--- src/common/cpu_pkg.sv ---
package cpu_pkg;

	// datapath and ROB sizing
	localparam int XLEN      = 32;
	localparam int ROB_DEPTH = 8;
	localparam int ROB_IDX_W = $clog2(ROB_DEPTH);

	typedef logic [XLEN-1:0]      uint32_t;
	typedef logic [31:0]          instr_t;
	typedef logic [4:0]           reg_addr_t;
	typedef logic [ROB_IDX_W-1:0] rob_index_t;
	// one extra bit so a completely full ROB is representable
	typedef logic [ROB_IDX_W:0]   rob_count_t;
	typedef logic [1:0]           rs_index_t;
	typedef logic [3:0]           alu_op_t;
	typedef logic [6:0]           opcode_t;
	typedef logic [2:0]           funct3_t;
	typedef logic [6:0]           funct7_t;

	// ALU operation codes
	localparam alu_op_t ALU_ADD  = 4'd0;
	localparam alu_op_t ALU_SUB  = 4'd1;
	localparam alu_op_t ALU_SLL  = 4'd2;
	localparam alu_op_t ALU_SLT  = 4'd3;
	localparam alu_op_t ALU_SLTU = 4'd4;
	localparam alu_op_t ALU_XOR  = 4'd5;
	localparam alu_op_t ALU_SRL  = 4'd6;
	localparam alu_op_t ALU_SRA  = 4'd7;
	localparam alu_op_t ALU_OR   = 4'd8;
	localparam alu_op_t ALU_AND  = 4'd9;

	// major opcodes handled by the issue stage
	localparam opcode_t OPC_OP     = 7'b0110011;
	localparam opcode_t OPC_OP_IMM = 7'b0010011;

	// funct3 field of OP / OP-IMM
	localparam funct3_t F3_ADD  = 3'b000;
	localparam funct3_t F3_SLL  = 3'b001;
	localparam funct3_t F3_SLT  = 3'b010;
	localparam funct3_t F3_SLTU = 3'b011;
	localparam funct3_t F3_XOR  = 3'b100;
	localparam funct3_t F3_SR   = 3'b101;
	localparam funct3_t F3_OR   = 3'b110;
	localparam funct3_t F3_AND  = 3'b111;

	// alternate funct7 selects SUB and SRA
	localparam funct7_t F7_BASE = 7'b0000000;
	localparam funct7_t F7_ALT  = 7'b0100000;

endpackage

--- src/issue/decoder.sv ---
`timescale 1ns/1ps

module decoder (
	input  cpu_pkg::instr_t    instr,
	output cpu_pkg::reg_addr_t rd,
	output cpu_pkg::reg_addr_t rs1,
	output cpu_pkg::reg_addr_t rs2,
	output cpu_pkg::uint32_t   imm,
	output logic               use_imm,
	output cpu_pkg::alu_op_t   alu_op,
	output logic               legal
);

	import cpu_pkg::*;

	opcode_t opcode;
	funct3_t funct3;
	funct7_t funct7;
	logic    is_alu;
	logic    alt;
	logic    f7_ok;

	assign opcode = instr[6:0];
	assign funct3 = instr[14:12];
	assign funct7 = instr[31:25];

	assign rd  = instr[11:7];
	assign rs1 = instr[19:15];
	assign rs2 = instr[24:20];

	// I-type immediate, sign extended
	assign imm = {{(XLEN-12){instr[31]}}, instr[31:20]};

	assign is_alu  = (opcode == OPC_OP) || (opcode == OPC_OP_IMM);
	assign use_imm = (opcode == OPC_OP_IMM);
	assign alt     = (funct7 == F7_ALT);

	always_comb begin
		alu_op = ALU_ADD;
		case (funct3)
			// ADDI has no subtract form
			F3_ADD:  alu_op = (alt && !use_imm) ? ALU_SUB : ALU_ADD;
			F3_SLL:  alu_op = ALU_SLL;
			F3_SLT:  alu_op = ALU_SLT;
			F3_SLTU: alu_op = ALU_SLTU;
			F3_XOR:  alu_op = ALU_XOR;
			F3_SR:   alu_op = alt ? ALU_SRA : ALU_SRL;
			F3_OR:   alu_op = ALU_OR;
			F3_AND:  alu_op = ALU_AND;
			default: alu_op = ALU_ADD;
		endcase
	end

	// for OP-IMM only the shifts carry funct7 bits
	always_comb begin
		if (use_imm) begin
			if (funct3 == F3_SLL)
				f7_ok = (funct7 == F7_BASE);
			else if (funct3 == F3_SR)
				f7_ok = (funct7 == F7_BASE) || alt;
			else
				f7_ok = 1'b1;
		end else begin
			f7_ok = (funct7 == F7_BASE) || (alt && (funct3 == F3_ADD || funct3 == F3_SR));
		end
	end

	assign legal = is_alu && f7_ok;

endmodule

--- src/issue/dispatcher.sv ---
`timescale 1ns/1ps

module dispatcher (
	input  logic                       valid,
	input  logic                       legal,
	input  logic                       use_imm,
	input  cpu_pkg::alu_op_t           alu_op,
	input  cpu_pkg::uint32_t           imm,
	input  cpu_pkg::rob_index_t        reorder,

	// source operands with 0 for rs1 and 1 for rs2
	input  cpu_pkg::uint32_t     [1:0] rdata,
	input  logic                 [1:0] status_busy,
	input  cpu_pkg::rob_index_t  [1:0] status_tag,

	// ALU reservation slot
	input  logic                       alu_ready,
	input  cpu_pkg::rs_index_t         alu_index,
	output logic                       alu_taken,

	// reservation station entry
	output cpu_pkg::rs_index_t         rs_slot,
	output cpu_pkg::alu_op_t           rs_op,
	output cpu_pkg::uint32_t           rs_vj,
	output cpu_pkg::uint32_t           rs_vk,
	output cpu_pkg::rob_index_t        rs_qj,
	output cpu_pkg::rob_index_t        rs_qk,
	output logic                       rs_j_ready,
	output logic                       rs_k_ready,
	output cpu_pkg::rob_index_t        rs_tag
);

	// valid already carries rob_full and in-order gating
	assign alu_taken = valid & legal & alu_ready;

	assign rs_slot = alu_index;
	assign rs_op   = alu_op;
	assign rs_tag  = reorder;

	// first operand always from rs1
	assign rs_j_ready = ~status_busy[0];
	assign rs_vj      = status_busy[0] ? '0 : rdata[0];
	assign rs_qj      = status_busy[0] ? status_tag[0] : '0;

	// second operand from the immediate or rs2
	assign rs_k_ready = use_imm | ~status_busy[1];

	always_comb begin
		if (use_imm)
			rs_vk = imm;
		else if (status_busy[1])
			rs_vk = '0;
		else
			rs_vk = rdata[1];
	end

	// tag only meaningful while waiting
	assign rs_qk = rs_k_ready ? '0 : status_tag[1];

endmodule

--- src/issue/instr_issue.sv ---
`timescale 1ns/1ps

module instr_issue (
	// fetch side
	input  logic                      [1:0] fetch_valid,
	input  cpu_pkg::instr_t           [1:0] fetch_instr,
	output logic                      [1:0] fetch_ack,

	// ROB
	input  logic                            rob_full,
	input  cpu_pkg::rob_index_t       [1:0] rob_tag,
	output logic                      [1:0] rob_valid,
	output cpu_pkg::reg_addr_t        [1:0] rob_rd,

	// ALU slots
	input  logic                      [1:0] alu_ready,
	input  cpu_pkg::rs_index_t        [1:0] alu_index,
	output logic                      [1:0] alu_taken,

	// reservation station entries
	output cpu_pkg::rs_index_t        [1:0] rs_slot,
	output cpu_pkg::alu_op_t          [1:0] rs_op,
	output cpu_pkg::uint32_t          [1:0] rs_vj,
	output cpu_pkg::uint32_t          [1:0] rs_vk,
	output cpu_pkg::rob_index_t       [1:0] rs_qj,
	output cpu_pkg::rob_index_t       [1:0] rs_qk,
	output logic                      [1:0] rs_j_ready,
	output logic                      [1:0] rs_k_ready,
	output cpu_pkg::rob_index_t       [1:0] rs_tag,

	// register file reads
	output cpu_pkg::reg_addr_t        [3:0] reg_raddr,
	input  cpu_pkg::uint32_t          [3:0] reg_rdata,
	input  logic                      [3:0] reg_busy,
	input  cpu_pkg::rob_index_t       [3:0] reg_tag,

	// register status writes
	output logic                      [1:0] status_we,
	output cpu_pkg::reg_addr_t        [1:0] status_waddr,
	output cpu_pkg::rob_index_t       [1:0] status_tag
);

	import cpu_pkg::*;

	reg_addr_t  [1:0]      dec_rd;
	reg_addr_t  [1:0]      dec_rs1;
	reg_addr_t  [1:0]      dec_rs2;
	uint32_t    [1:0]      dec_imm;
	logic       [1:0]      dec_use_imm;
	alu_op_t    [1:0]      dec_op;
	logic       [1:0]      dec_legal;

	logic       [1:0]      disp_valid;
	logic       [1:0]      disp_ready;
	rs_index_t  [1:0]      disp_index;
	uint32_t    [1:0][1:0] src_data;
	logic       [1:0][1:0] src_busy;
	rob_index_t [1:0][1:0] src_tag;
	logic                  issue0;
	logic                  fwd_ok;

	// older instruction goes when it holds slot 0 and the ROB has room
	assign issue0 = fetch_valid[0] & ~rob_full & dec_legal[0] & alu_ready[0];

	// instruction 1 only goes along with instruction 0
	assign disp_valid[0] = fetch_valid[0] & ~rob_full;
	assign disp_valid[1] = fetch_valid[1] & ~rob_full & issue0;

	// slot 1 if free, else slot 0 when the older one left it
	assign disp_ready[0] = alu_ready[0];
	assign disp_index[0] = alu_index[0];
	assign disp_ready[1] = alu_ready[1] | (alu_ready[0] & ~issue0);
	assign disp_index[1] = alu_ready[1] ? alu_index[1] : alu_index[0];

	assign fwd_ok = issue0 && (dec_rd[0] != '0);

	// instruction 1 sees the older destination as busy
	always_comb begin
		src_data[0] = reg_rdata[1:0];
		src_busy[0] = reg_busy[1:0];
		src_tag[0]  = reg_tag[1:0];
		src_data[1] = reg_rdata[3:2];
		src_busy[1] = reg_busy[3:2];
		src_tag[1]  = reg_tag[3:2];
		if (fwd_ok && dec_rd[0] == dec_rs1[1]) begin
			src_busy[1][0] = 1'b1;
			src_tag[1][0]  = rob_tag[0];
		end
		if (fwd_ok && dec_rd[0] == dec_rs2[1]) begin
			src_busy[1][1] = 1'b1;
			src_tag[1][1]  = rob_tag[0];
		end
	end

	for (genvar i = 0; i < 2; i++) begin : gen_slot
		decoder u_decoder (
			.instr   ( fetch_instr[i] ),
			.rd      ( dec_rd[i]      ),
			.rs1     ( dec_rs1[i]     ),
			.rs2     ( dec_rs2[i]     ),
			.imm     ( dec_imm[i]     ),
			.use_imm ( dec_use_imm[i] ),
			.alu_op  ( dec_op[i]      ),
			.legal   ( dec_legal[i]   )
		);

		dispatcher u_dispatcher (
			.valid       ( disp_valid[i]  ),
			.legal       ( dec_legal[i]   ),
			.use_imm     ( dec_use_imm[i] ),
			.alu_op      ( dec_op[i]      ),
			.imm         ( dec_imm[i]     ),
			.reorder     ( rob_tag[i]     ),
			.rdata       ( src_data[i]    ),
			.status_busy ( src_busy[i]    ),
			.status_tag  ( src_tag[i]     ),
			.alu_ready   ( disp_ready[i]  ),
			.alu_index   ( disp_index[i]  ),
			.alu_taken   ( alu_taken[i]   ),
			.rs_slot     ( rs_slot[i]     ),
			.rs_op       ( rs_op[i]       ),
			.rs_vj       ( rs_vj[i]       ),
			.rs_vk       ( rs_vk[i]       ),
			.rs_qj       ( rs_qj[i]       ),
			.rs_qk       ( rs_qk[i]       ),
			.rs_j_ready  ( rs_j_ready[i]  ),
			.rs_k_ready  ( rs_k_ready[i]  ),
			.rs_tag      ( rs_tag[i]      )
		);

		assign reg_raddr[i*2]   = dec_rs1[i];
		assign reg_raddr[i*2+1] = dec_rs2[i];

		// x0 never gets a busy mark
		assign status_we[i]    = alu_taken[i] & (dec_rd[i] != '0);
		assign status_waddr[i] = dec_rd[i];
		assign status_tag[i]   = rob_tag[i];
	end

	assign rob_valid = alu_taken;
	assign rob_rd    = dec_rd;
	assign fetch_ack = {1'b0, alu_taken[0]} + {1'b0, alu_taken[1]};

endmodule

--- src/verilog/issue_top.sv ---
`timescale 1ns/1ps

module issue_top (
	input  logic                          clk,
	input  logic                          rst_n,

	// fetch
	input  logic                    [1:0] fetch_valid,
	input  cpu_pkg::instr_t         [1:0] fetch_instr,
	output logic                    [1:0] fetch_ack,

	// ALU slots
	input  logic                    [1:0] alu_ready,
	input  cpu_pkg::rs_index_t      [1:0] alu_index,
	output logic                    [1:0] alu_taken,

	// reservation station entries
	output cpu_pkg::rs_index_t      [1:0] rs_slot,
	output cpu_pkg::alu_op_t        [1:0] rs_op,
	output cpu_pkg::uint32_t        [1:0] rs_vj,
	output cpu_pkg::uint32_t        [1:0] rs_vk,
	output cpu_pkg::rob_index_t     [1:0] rs_qj,
	output cpu_pkg::rob_index_t     [1:0] rs_qk,
	output logic                    [1:0] rs_j_ready,
	output logic                    [1:0] rs_k_ready,
	output cpu_pkg::rob_index_t     [1:0] rs_tag,

	// ROB records
	output logic                    [1:0] rob_valid,
	output cpu_pkg::reg_addr_t      [1:0] rob_rd,

	// commit
	input  logic                          commit_valid,
	input  cpu_pkg::rob_index_t           commit_tag,
	input  cpu_pkg::reg_addr_t            commit_rd,
	input  cpu_pkg::uint32_t              commit_value
);

	import cpu_pkg::*;

	reg_addr_t  [3:0] reg_raddr;
	uint32_t    [3:0] reg_rdata;
	logic       [3:0] reg_busy;
	rob_index_t [3:0] reg_tag;
	logic       [1:0] status_we;
	reg_addr_t  [1:0] status_waddr;
	rob_index_t [1:0] status_tag;
	logic             rob_full;
	rob_index_t [1:0] rob_tag;

	instr_issue u_issue (
		.fetch_valid  ( fetch_valid  ),
		.fetch_instr  ( fetch_instr  ),
		.fetch_ack    ( fetch_ack    ),
		.rob_full     ( rob_full     ),
		.rob_tag      ( rob_tag      ),
		.rob_valid    ( rob_valid    ),
		.rob_rd       ( rob_rd       ),
		.alu_ready    ( alu_ready    ),
		.alu_index    ( alu_index    ),
		.alu_taken    ( alu_taken    ),
		.rs_slot      ( rs_slot      ),
		.rs_op        ( rs_op        ),
		.rs_vj        ( rs_vj        ),
		.rs_vk        ( rs_vk        ),
		.rs_qj        ( rs_qj        ),
		.rs_qk        ( rs_qk        ),
		.rs_j_ready   ( rs_j_ready   ),
		.rs_k_ready   ( rs_k_ready   ),
		.rs_tag       ( rs_tag       ),
		.reg_raddr    ( reg_raddr    ),
		.reg_rdata    ( reg_rdata    ),
		.reg_busy     ( reg_busy     ),
		.reg_tag      ( reg_tag      ),
		.status_we    ( status_we    ),
		.status_waddr ( status_waddr ),
		.status_tag   ( status_tag   )
	);

	reg_status_file u_regs (
		.clk          ( clk          ),
		.rst_n        ( rst_n        ),
		.raddr        ( reg_raddr    ),
		.rdata        ( reg_rdata    ),
		.busy         ( reg_busy     ),
		.tag          ( reg_tag      ),
		.status_we    ( status_we    ),
		.status_waddr ( status_waddr ),
		.status_tag   ( status_tag   ),
		.commit_valid ( commit_valid ),
		.commit_rd    ( commit_rd    ),
		.commit_tag   ( commit_tag   ),
		.commit_value ( commit_value )
	);

	// allocation count is simply the number issued
	rob_alloc u_rob (
		.clk          ( clk          ),
		.rst_n        ( rst_n        ),
		.alloc_count  ( fetch_ack    ),
		.commit_valid ( commit_valid ),
		.tag          ( rob_tag      ),
		.rob_full     ( rob_full     )
	);

endmodule

--- src/verilog/reg_status_file.sv ---
`timescale 1ns/1ps

module reg_status_file (
	input  logic                          clk,
	input  logic                          rst_n,

	// combinational read ports
	input  cpu_pkg::reg_addr_t      [3:0] raddr,
	output cpu_pkg::uint32_t        [3:0] rdata,
	output logic                    [3:0] busy,
	output cpu_pkg::rob_index_t     [3:0] tag,

	// status writes from issue
	input  logic                    [1:0] status_we,
	input  cpu_pkg::reg_addr_t      [1:0] status_waddr,
	input  cpu_pkg::rob_index_t     [1:0] status_tag,

	// commit port
	input  logic                          commit_valid,
	input  cpu_pkg::reg_addr_t            commit_rd,
	input  cpu_pkg::rob_index_t           commit_tag,
	input  cpu_pkg::uint32_t              commit_value
);

	import cpu_pkg::*;

	uint32_t    value_q [32];
	logic       busy_q  [32];
	rob_index_t tag_q   [32];

	logic       commit_clear;

	// only the youngest writer may release the register
	assign commit_clear = busy_q[commit_rd] && (tag_q[commit_rd] == commit_tag);

	// entry 0 is never written, so x0 reads zero and idle
	for (genvar i = 0; i < 4; i++) begin : gen_read
		assign rdata[i] = value_q[raddr[i]];
		assign busy[i]  = busy_q[raddr[i]];
		assign tag[i]   = tag_q[raddr[i]];
	end

	always_ff @(posedge clk or negedge rst_n) begin
		if (!rst_n) begin
			for (int r = 0; r < 32; r++) begin
				value_q[r] <= '0;
				busy_q[r]  <= 1'b0;
				tag_q[r]   <= '0;
			end
		end else begin
			if (commit_valid && commit_rd != '0) begin
				value_q[commit_rd] <= commit_value;
				if (commit_clear)
					busy_q[commit_rd] <= 1'b0;
			end
			// issue writes after the commit and slot 1 last so it wins
			for (int s = 0; s < 2; s++) begin
				if (status_we[s] && status_waddr[s] != '0) begin
					busy_q[status_waddr[s]] <= 1'b1;
					tag_q[status_waddr[s]]  <= status_tag[s];
				end
			end
		end
	end

endmodule

--- src/verilog/rob_alloc.sv ---
`timescale 1ns/1ps

module rob_alloc (
	input  logic                         clk,
	input  logic                         rst_n,
	input  logic                   [1:0] alloc_count,
	input  logic                         commit_valid,
	output cpu_pkg::rob_index_t    [1:0] tag,
	output logic                         rob_full
);

	import cpu_pkg::*;

	// fewer than two free entries blocks a whole pair
	localparam rob_count_t FULL_LEVEL = rob_count_t'(ROB_DEPTH - 1);

	rob_index_t tail_q;
	rob_count_t count_q;
	rob_count_t count_d;
	rob_index_t tail_d;

	// depth is a power of two, so the tag wraps on its own
	assign tag[0] = tail_q;
	assign tag[1] = tail_q + rob_index_t'(1);

	assign tail_d  = tail_q + rob_index_t'(alloc_count);
	assign count_d = count_q + rob_count_t'(alloc_count) - rob_count_t'(commit_valid);

	assign rob_full = (count_q >= FULL_LEVEL);

	always_ff @(posedge clk or negedge rst_n) begin
		if (!rst_n) begin
			tail_q  <= '0;
			count_q <= '0;
		end else begin
			tail_q  <= tail_d;
			count_q <= count_d;
		end
	end

endmodule
--- config.mk ---
export PLATFORM = sky130hd
export DESIGN_NAME = issue_top
export DESIGN_NICKNAME = d
export VERILOG_FILES = /design/src/common/cpu_pkg.sv /design/src/issue/decoder.sv /design/src/issue/dispatcher.sv /design/src/issue/instr_issue.sv /design/src/verilog/issue_top.sv /design/src/verilog/reg_status_file.sv /design/src/verilog/rob_alloc.sv
export SDC_FILE = /design/constraint.sdc
export NUM_CORES = 2
export LEC_CHECK = 0
export BUFFER_PORTS_ARGS = -buffer_cell sky130_fd_sc_hd__buf_2
export CAP_MARGIN = 20
export CORE_ASPECT_RATIO = 0.6
export CORE_MARGIN = 1.5
export CORE_UTILIZATION = 25
export DETAILED_ROUTE_END_ITERATION = 10
export GPL_TIMING_DRIVEN = 0
export PLACE_DENSITY_LB_ADDON = 0.25
export SKIP_CTS_REPAIR_TIMING = 1
export SYNTH_ARGS = -nofsm -noshare
export SYNTH_HDL_FRONTEND = slang
export SYNTH_SLANG_ARGS = --single-unit
--- constraint.sdc ---
create_clock -name clk -period 10.1 [get_ports clk]
set_clock_uncertainty 0.2 [all_clocks]
set_input_delay 1.515 -clock clk [delete_from_list [all_inputs] [get_ports clk]]
set_output_delay 1.515 -clock clk [all_outputs]
set_load 0.02 [all_outputs]
==> results by group <==
Floorplanning
  – Die ar.: 338000 sq um
  – IO Pins: 293
  – Core area: between 300000 and 400000 sq um
  – Initial Utilization: 25.1%
  – Die X: between 700 and 800 um
  – # rows: 164
  – Die Span Y: 451 um

Finish
  – Final cell count without fillers: approximately 11000
  – Layout cells sized above 1: roughly 56%
  – Final instance area: a little under 100000 sq um
  – Layout area overhead: 17.0%
  – Fin nets: just over 6000

Power
  – PwrDens: roughly 170 nW/um^2
  – Max rail drop VDD: approximately 140 uV
  – Leakage Power: 38.9 nW

Placement
  – DP HPWL: ~360000 um
  – Port Buffers: 271
  – Placed Cells: 10400
  – Place WS: ~2000 ps
  – Post-Place Cell Area: 93700 sq um
  – Placer congestion estimate: between 0.9 and 1

Logic synthesis
  – Seq/Total Area, Yosys: approximately a third
  – Ys Warns: 0
  – Dominant cells by area after synthesis: mux4_2, dfrtp_1, mux2_2, mux2i_1, clkbuf_1
  – Cell taking the most area after synthesis: mux4_2
  – Most common flop cell mapped by yosys: dfrtp_1
  – Count of different cell masters after synthesis: 63
  – Share of flip-flops with an asynchronous set or reset: 100%
  – Top-area cell type share of the netlist area: slightly below 40%
  – Post-synthesis instance total: about 5500
  – Most common cell in the netlist: mux4_2
  – Synthesized net count: between 5000 and 6000
  – Syn_area_per_cell: roughly 15 sq um
  – Mapped cell area: 83600 sq um
  – Flop and latch count out of synthesis: 1159
  – Number of synthesized flops with an enable pin: 0
  – Commonest cells post-synth: mux4_2, dfrtp_1, mux2_2

Timing
  – Final WS setup: approximately 1800 ps
  – Tcrit/Tclk final: 82.4%
  – Setup TNS: 0 ps
  – Worst hold slack: approximately 330 ps
  – Final hold violation count: 0
  – # setup viols final: 0
  – Rel. slew slack: roughly an eighth
  – Fmax: between 0.1 and 0.15 GHz
  – Post-layout minimum cycle time: between 8000 and 9000 ps
  – RSZ-0062 raised after global routing: no
  – Worst slew pin tran: approximately 1300 ps
  – Final Slew Violations: 0

Setup path
  – Worst path required time: about 8400 ps
  – Critical path class: primary input to output pin
  – CP Capture Type: output pin
  – Critical Path Start Type: primary input
  – Worst Path Max Fanout: 10
  – Worst Path Arrival: 6610 ps

Clocking
  – Worst-path clk slew: 70 ps
  – Total CTS buffers: between 100 and 150
  – CTS tree: done
  – Sink Count: between 1000 and 1500
  – Htree depth: 3
  – Clk_lat worst skew: between 800 and 900 ps
  – Max clock buf depth: 3
  – Clock root cell: clkbuf_16

Drt
  – Vias per cell: between 6 and 7
  – Residual DRC: 0
  – Total number of vias: between 60000 and 70000
  – DR pass1 iterations: 8
  – Antenna viol nets, final: 0
  – Drt total wl: about 460000 um
  – Iteration-0 DRC count of the detailed router: about 12000
  – DR WL/cell: between 40 and 50 um

GRT
  – Antenna violations before repair: 53
  – Global route overflow: 0
  – First-pass GRT wire length: 604000 um
  – Pin count of the biggest net entering global routing: 149
  – Total Routing Usage GR: roughly a quarter
  – Number of global-route vias before repair: 63000

Run
  – Max-Cap Viols: 0

Worst hold path
  – Tightest Hold Check Type: flip-flop to flip-flop

Outcome
  – Outcome: completed
==> report_power, final <==
group / switching (W) / total (W) / internal [W]
logic: 0.00258 / 0.00538 / 0.00280
clock network: 0.00225 / 0.00480 / 0.00255
registers: 0.000995 / 0.00643 / 0.00544
==> final timing paths <==
kind	from	to	slack, ps	cells past startpoint
worst max-delay path	fetch_instr[6]	rs_vk[59]	1770	10
worst min-delay path	u_regs.value_q[1020]	u_regs.value_q[1020]	330	1
worst max register to register	u_rob.count_q[2]	u_rob.count_q[3]	5130	18
worst min register to register	u_regs.value_q[1020]	u_regs.value_q[1020]	330	1
max in group asynchronous	rst_n	u_regs.value_q[367]	5820	5
min in group asynchronous	rst_n	u_regs.tag_q[68]	450	1
==> layer usage <==
metal | vias to the layer above | part of all wire [%] | global-route usage, %
met3 | 1003 | 18 | 16.1
met1 | 36400 | 40 | 37.0
met4 | 40 | 4.1 | 8.88
met2 | 6448 | 37 | 33.4
li1 | 23700 | - | -
met5 | - | 0.20 | 1.22
==> worst max-delay path: stages <==
cell      delay (ps)
buf_2            100
nor4b_1          360
nand3_1          230
nor3_2           950
o211ai_1         630
nand2_1          640
or2_2            320
clkbuf_1         810
o21ai_0          640
buf_2            360
==> final cells by class <==
type,instances,area [sq um]
antenna,29,72.6
buffer,702,3030
clock buffer,168,3390
clock inverter,42,502
fill,33500,235000
inverter,25,93.8
multi-input combinational,3600,51800
sequential,1159,29000
tap,4482,5610
timing repair buffer,452,4360
==> logic make-up (layout without fill, tap and decap cells) <==
kind of cell,Yosys count,count (layout),synth area share (%)
xor gates and xnor gates,15,15,0.157
DFF,1159,1159,34.7
and+or+nand+nor,536,536,3.49
AOI/OAI and AO/OA,343,343,2.71
adders and majority gates,11,11,0.183
other,0,29,0
muxes,2695,2695,55.4
buffers and inverters,727,1389,3.42
==> flip-flops by register name, summed over array words and instances, names as in the netlist <==
signal          cells
u_regs.busy_q      32
u_regs.value_q   1024
u_rob.count_q       4
u_rob.tail_q        3
u_regs.tag_q       96
==> placed cells by master, fill, tap and decap left out, types with 13 or more instances in the layout <==
| cell | instances |
|---|---|
| and3_1 | 24 |
| a21oi_1 | 41 |
| dfrtp_1 | 1159 |
| o41ai_1 | 21 |
| buf_1 | 51 |
| clkinv_2 | 22 |
| clkbuf_1 | 409 |
| o21bai_1 | 19 |
| clkbuf_2 | 127 |
| mux4_2 | 1442 |
| nand2_1 | 111 |
| o211ai_1 | 27 |
| buf_2 | 387 |
| buf_8 | 141 |
| o31ai_1 | 29 |
| nor3_2 | 16 |
| o21ai_0 | 92 |
| mux2_2 | 1026 |
| nor3_1 | 54 |
| and2_1 | 38 |
| diode_2 | 29 |
| mux2i_1 | 223 |
| o22ai_1 | 29 |
| clkbuf_16 | 117 |
| nor2_1 | 141 |
| buf_16 | 24 |
| buf_4 | 23 |
| inv_1 | 24 |
| nand3_1 | 41 |
| nand2b_1 | 14 |
| clkbuf_8 | 27 |
| a211oi_1 | 62 |
| or4b_1 | 13 |
==> metrics by stage <==
stage               util, %  total power, W
detailed placement     28.1          0.0117
floorplan                 -         0.00959
finish                 29.4          0.0166
global placement       27.2          0.0115
global route           29.4          0.0171
CTS                    29.3          0.0165
No activity file was read; power rests on OpenSTA's default activity.
